`config.mk`:
```
export PLATFORM = sky130hd
export DESIGN_NAME = pmp_region_match
export DESIGN_NICKNAME = d
export VERILOG_FILES = /design/src/rtl/pmp_pkg.sv /design/src/rtl/pmp_region_match.sv
export SDC_FILE = /design/constraint.sdc
export NUM_CORES = 2
export LEC_CHECK = 0
export ABC_AREA = 1
export BUFFER_PORTS_ARGS = -buffer_cell sky130_fd_sc_hd__buf_2
export CORE_AREA = 2 2 602 604
export DETAILED_ROUTE_END_ITERATION = 6
export DIE_AREA = 0 0 604 606
export SLEW_MARGIN = 20
export SYNTH_ARGS = -nofsm -noshare
export SYNTH_HDL_FRONTEND = slang
export SYNTH_SLANG_ARGS = --single-unit
```
`constraint.sdc`:
```
create_clock -name vclk -period 7.35
set_clock_uncertainty 0.05 [all_clocks]
set_input_delay 1.8375 -clock vclk [all_inputs]
set_output_delay 1.8375 -clock vclk [all_outputs]
set_load 0.1 [all_outputs]
```
`src/rtl/pmp_pkg.sv`:
```
// shared PMP types; the address map is 32 bits with word granularity and no lock support
package pmp_pkg;

   ////////////////////////////////////////////////////////////////////////////
   // address widths
   ////////////////////////////////////////////////////////////////////////////

   // full byte address as seen on the data port
   typedef logic [31:0] addr_t;

   // byte address without its two low bits
   typedef logic [29:0] word_addr_t;

   // first byte address bit that is part of the word address
   localparam int unsigned word_lsb = $bits(addr_t) - $bits(word_addr_t);

   ////////////////////////////////////////////////////////////////////////////
   // privilege and matching modes
   ////////////////////////////////////////////////////////////////////////////

   typedef enum logic [1:0]
   {
      priv_u = 2'd0,
      priv_s = 2'd1,
      priv_m = 2'd3
   } priv_lvl_e;

   typedef enum logic [1:0]
   {
      mode_off   = 2'd0,
      mode_tor   = 2'd1,
      mode_na4   = 2'd2,
      mode_napot = 2'd3
   } pmp_mode_e;

   ////////////////////////////////////////////////////////////////////////////
   // configuration byte and decoded region
   ////////////////////////////////////////////////////////////////////////////

   // field order follows the pmpcfg byte from the top bit down
   typedef struct packed
   {
      logic       lock;
      logic [1:0] reserved;
      pmp_mode_e  mode;
      logic       x;
      logic       w;
      logic       r;
   } pmp_cfg_t;

   // one rule after decode, bounds are word addresses
   typedef struct packed
   {
      logic       enable;
      pmp_mode_e  mode;
      logic       r;
      logic       w;
      logic       x;
      word_addr_t lo;
      word_addr_t hi;
      word_addr_t mask;
   } pmp_region_t;

endpackage

```
`src/rtl/pmp_region_match.sv`:
```
// combinational match of one data access against all regions; the x bit is never checked here
`timescale 1ns/1ps

module pmp_region_match
#(
   parameter int unsigned n_entries = 16
)
(
   input  pmp_pkg::pmp_region_t [n_entries-1:0] region_i,
   input  pmp_pkg::word_addr_t                  addr_i,
   input  logic                                 we_i,
   output logic                                 access_ok_o
);

   // region allows this kind of access
   logic [n_entries-1:0] perm_ok;
   // access address lies inside the region
   logic [n_entries-1:0] addr_hit;

   ////////////////////////////////////////////////////////////////////////////
   // per region checks
   ////////////////////////////////////////////////////////////////////////////

   always_comb
   begin
      for (int e = 0; e < n_entries; e++)
      begin
         if (we_i)
         begin
            perm_ok[e] = region_i[e].enable & region_i[e].w;
         end
         else
         begin
            perm_ok[e] = region_i[e].enable & region_i[e].r;
         end

         case (region_i[e].mode)
            pmp_pkg::mode_tor:
            begin
               // upper bound is exclusive
               addr_hit[e] = (addr_i >= region_i[e].lo) && (addr_i < region_i[e].hi);
            end
            pmp_pkg::mode_na4:
            begin
               addr_hit[e] = (addr_i == region_i[e].lo);
            end
            pmp_pkg::mode_napot:
            begin
               addr_hit[e] = ((addr_i & region_i[e].mask) == region_i[e].lo);
            end
            default:
            begin
               addr_hit[e] = 1'b0;
            end
         endcase
      end
   end

   ////////////////////////////////////////////////////////////////////////////
   // any region is enough
   ////////////////////////////////////////////////////////////////////////////

   // no priority between entries, the first match does not win over a later one
   assign access_ok_o = |(perm_ok & addr_hit);

endmodule

```
==> results.md <==
* Final #Nets at 11100
* Status: complete, no violations
* Final worst path period share at 96.3%
* Number of global-route vias before repair at 46600
* Routed len/inst at 26.5 µm
* Slowest CP cell: buf_4
* DR vias at 52000
* Mean post-synth cell area at 5.36 µm²
* Initial antenna violation count at 361
* Global-route wire length before repair at 447 mm
* Total number of yosys warnings at 0
* Vias per cell at 3.83
* CP required at 5.46 ns
* I/O pin count at 1568
* Total grt overflow at 0
* Post-route minimum period at 7.08 ns
* Placed Cells incl. Taps at 13400
* Crit start category: input port
* Die area at 366000 µm²
* Synth area leaders: ha_1 (32%), nand2_1 (25%), inv_1 (14%), nand3_1 (8.5%), nor2_1 (5.4%)
* Post-CTS Setup Inserts at 0
* DRT Pass-1 Iters at 7
* Die Y at 606 µm
* # rows at 221
* Peak supply drop at 0.0000863 V
* Leading area contributor after synthesis: ha_1
* Commonest non-fill, non-tap cell in the layout: nand2_1
* Post-Syn Area at 36800 µm²
* RSZ-0062 raised after global routing: false
* ANT nets after route at 0
* Most used cell, CP: nand2_1
* HP Class: input port to output pin
* Multi-input gate area at 30800 µm²
* Final setup fails at 0
* Syn_nets at 9365
* Routed WL at 359 mm
* Slowest stage delay, CP at 0.44 ns
* Clock Buffer Count at 0
* Critical path, cell by cell: buf_4 > buf_12 > ha_1 > nand2_1 > nor2_1 > nand2_1 > nand3_1 > nor2_1 > nand2_1 > buf_4 > a21oi_4 > buf_4 > nand3_1 > nand2_1 > buf_12 > nand2_1 > nand2_1 > inv_1 > nand2_1 > nor2_1 > nand2_1 > buf_12
* DP HPWL at 328 mm
* Worst-path fanout max at 19
* Synthesis-to-finish area growth at 43.8%
* LEAKAGE at 31.9 nW
* Top delay family on crit path: buffers and inverters
* IO buf count at 1552
* Crit. End Element: output pin
* Most frequent cells in the layout: nand2_1 (2481), buf_2 (1521), inv_1 (1408), ha_1 (944), nand3_1 (622)
* Share of layout cells above drive strength 1 at 21.3%
* Iter 0 DRT Violations at 3953
* WP buf/inv at 7
* Max cap viols at 0
* Endpoints failing hold at 0
* Initial Util at 10.2%
* Seq_cells at 0
* Relative slew slack at 27.1%
* Core ar. at 360000 µm²
* Final Max Slew Viols at 0
* Drt drc at 0
* Worst Setup Path Type: input port to output pin
* Register area at 0 µm²
* Max Fclk at 141 MHz
* Total power at 0.00309 W
* Tightest Pin Transition at 1.08 ns
* Gr usage total at 18.8%
* Post-synthesis sequential area ratio at 0%
* Fillers at 42500
* Arr. time, crit path at 5.19 ns
* DIE WIDTH at 604 µm
* GPL Wtd Cong at 1.03
* Finished Core Util at 14.7%
* Non-Filler Instances at 13600
* Pwr dens at 58.4 nW/µm²
* Syn Inst Count at 6854
* Largest net degree at the start of global routing at 33
* Share of the synthesized area in the top cell type at 32.1%
* Count of cell types in the netlist at 27
[cell type report]
class	instances	share of cell area [%]
multi-input combinational	5349	58.3
antenna	200	0.946
inverter	1415	10.0
timing repair buffer	1806	19.4
tap	4794	11.3
[worst min-delay path: cells and delay by family]
| family | cells | cell delay [ns] |
|---|---|---|
| buffers and inverters | 3 | 0.31 |
| AND/OR/NAND/NOR | 8 | 0.51 |
[what timing repair did]
action,CTS,global route
hold endpoints to repair,0,0
hold buffers,0,0
gates resized for setup,3,0
setup endpoints to repair,1,0
[kinds of logic after synthesis]
| family | Yosys count | share of synthesized area (%) |
|---|---|---|
| buffers and inverters | 1505 | 16.3 |
| AOI/OAI and AO/OA | 470 | 6.83 |
| xor gates and xnor gates | 84 | 2.00 |
| and+or+nand+nor | 3851 | 42.7 |
| adders and majority gates | 944 | 32.1 |
[path summary, 6_finish.rpt]
kind | from | to | slack (ns) | cells past startpoint
worst max-delay path | addr_i[13] | access_ok_o | 0.27 | 22
worst min-delay path | region_i[1534] | access_ok_o | 4.46 | 11
[metrics by stage]
stage	hold WS, ns	setup TNS, ns	cell area, µm²	setup WS (ns)
6_report	4.46	0	52900	0.271
5_1_grt	4.55	0	52600	0.00390
4_1_cts	4.47	0	52400	0.0554
3_5_place_dp	4.46	-0.448	52400	-0.448
3_3_place_gp	4.45	-0.437	52400	-0.437
2_1_floorplan	4.47	0	36800	1.57
[layer usage]
metal / wire (µm) / share of wire (%) / global-route usage [%]
met1: 129000 / 36 / 19.7
met2: 181000 / 50 / 34.6
met3: 27000 / 7.5 / 4.81
met4: 21600 / 6.0 / 9.37
met5: 914 / 0.25 / 0
[power by group]
part	internal, W	total [W]	leakage (nW)	switching [W]
combinational	0.00112	0.00309	31.9	0.00197
sequential	0	0	0	0
clock	0.00000000292	0.00000000293	0.00128	0
total	0.00112	0.00309	31.9	0.00197
[synthesized netlist by cell type, drive strengths merged (3+ instances only)]
cell	instances
inv	1412
ha	944
a21o	44
xor2	84
o21a	6
buf	88
nand3b	9
o21ai	83
nor3	57
nand3	622
a21oi	324
nor2	532
clkinv	3
o21bai	13
nand4	127
nand2	2485
and3	14
Power figures use the tool's default switching activity.
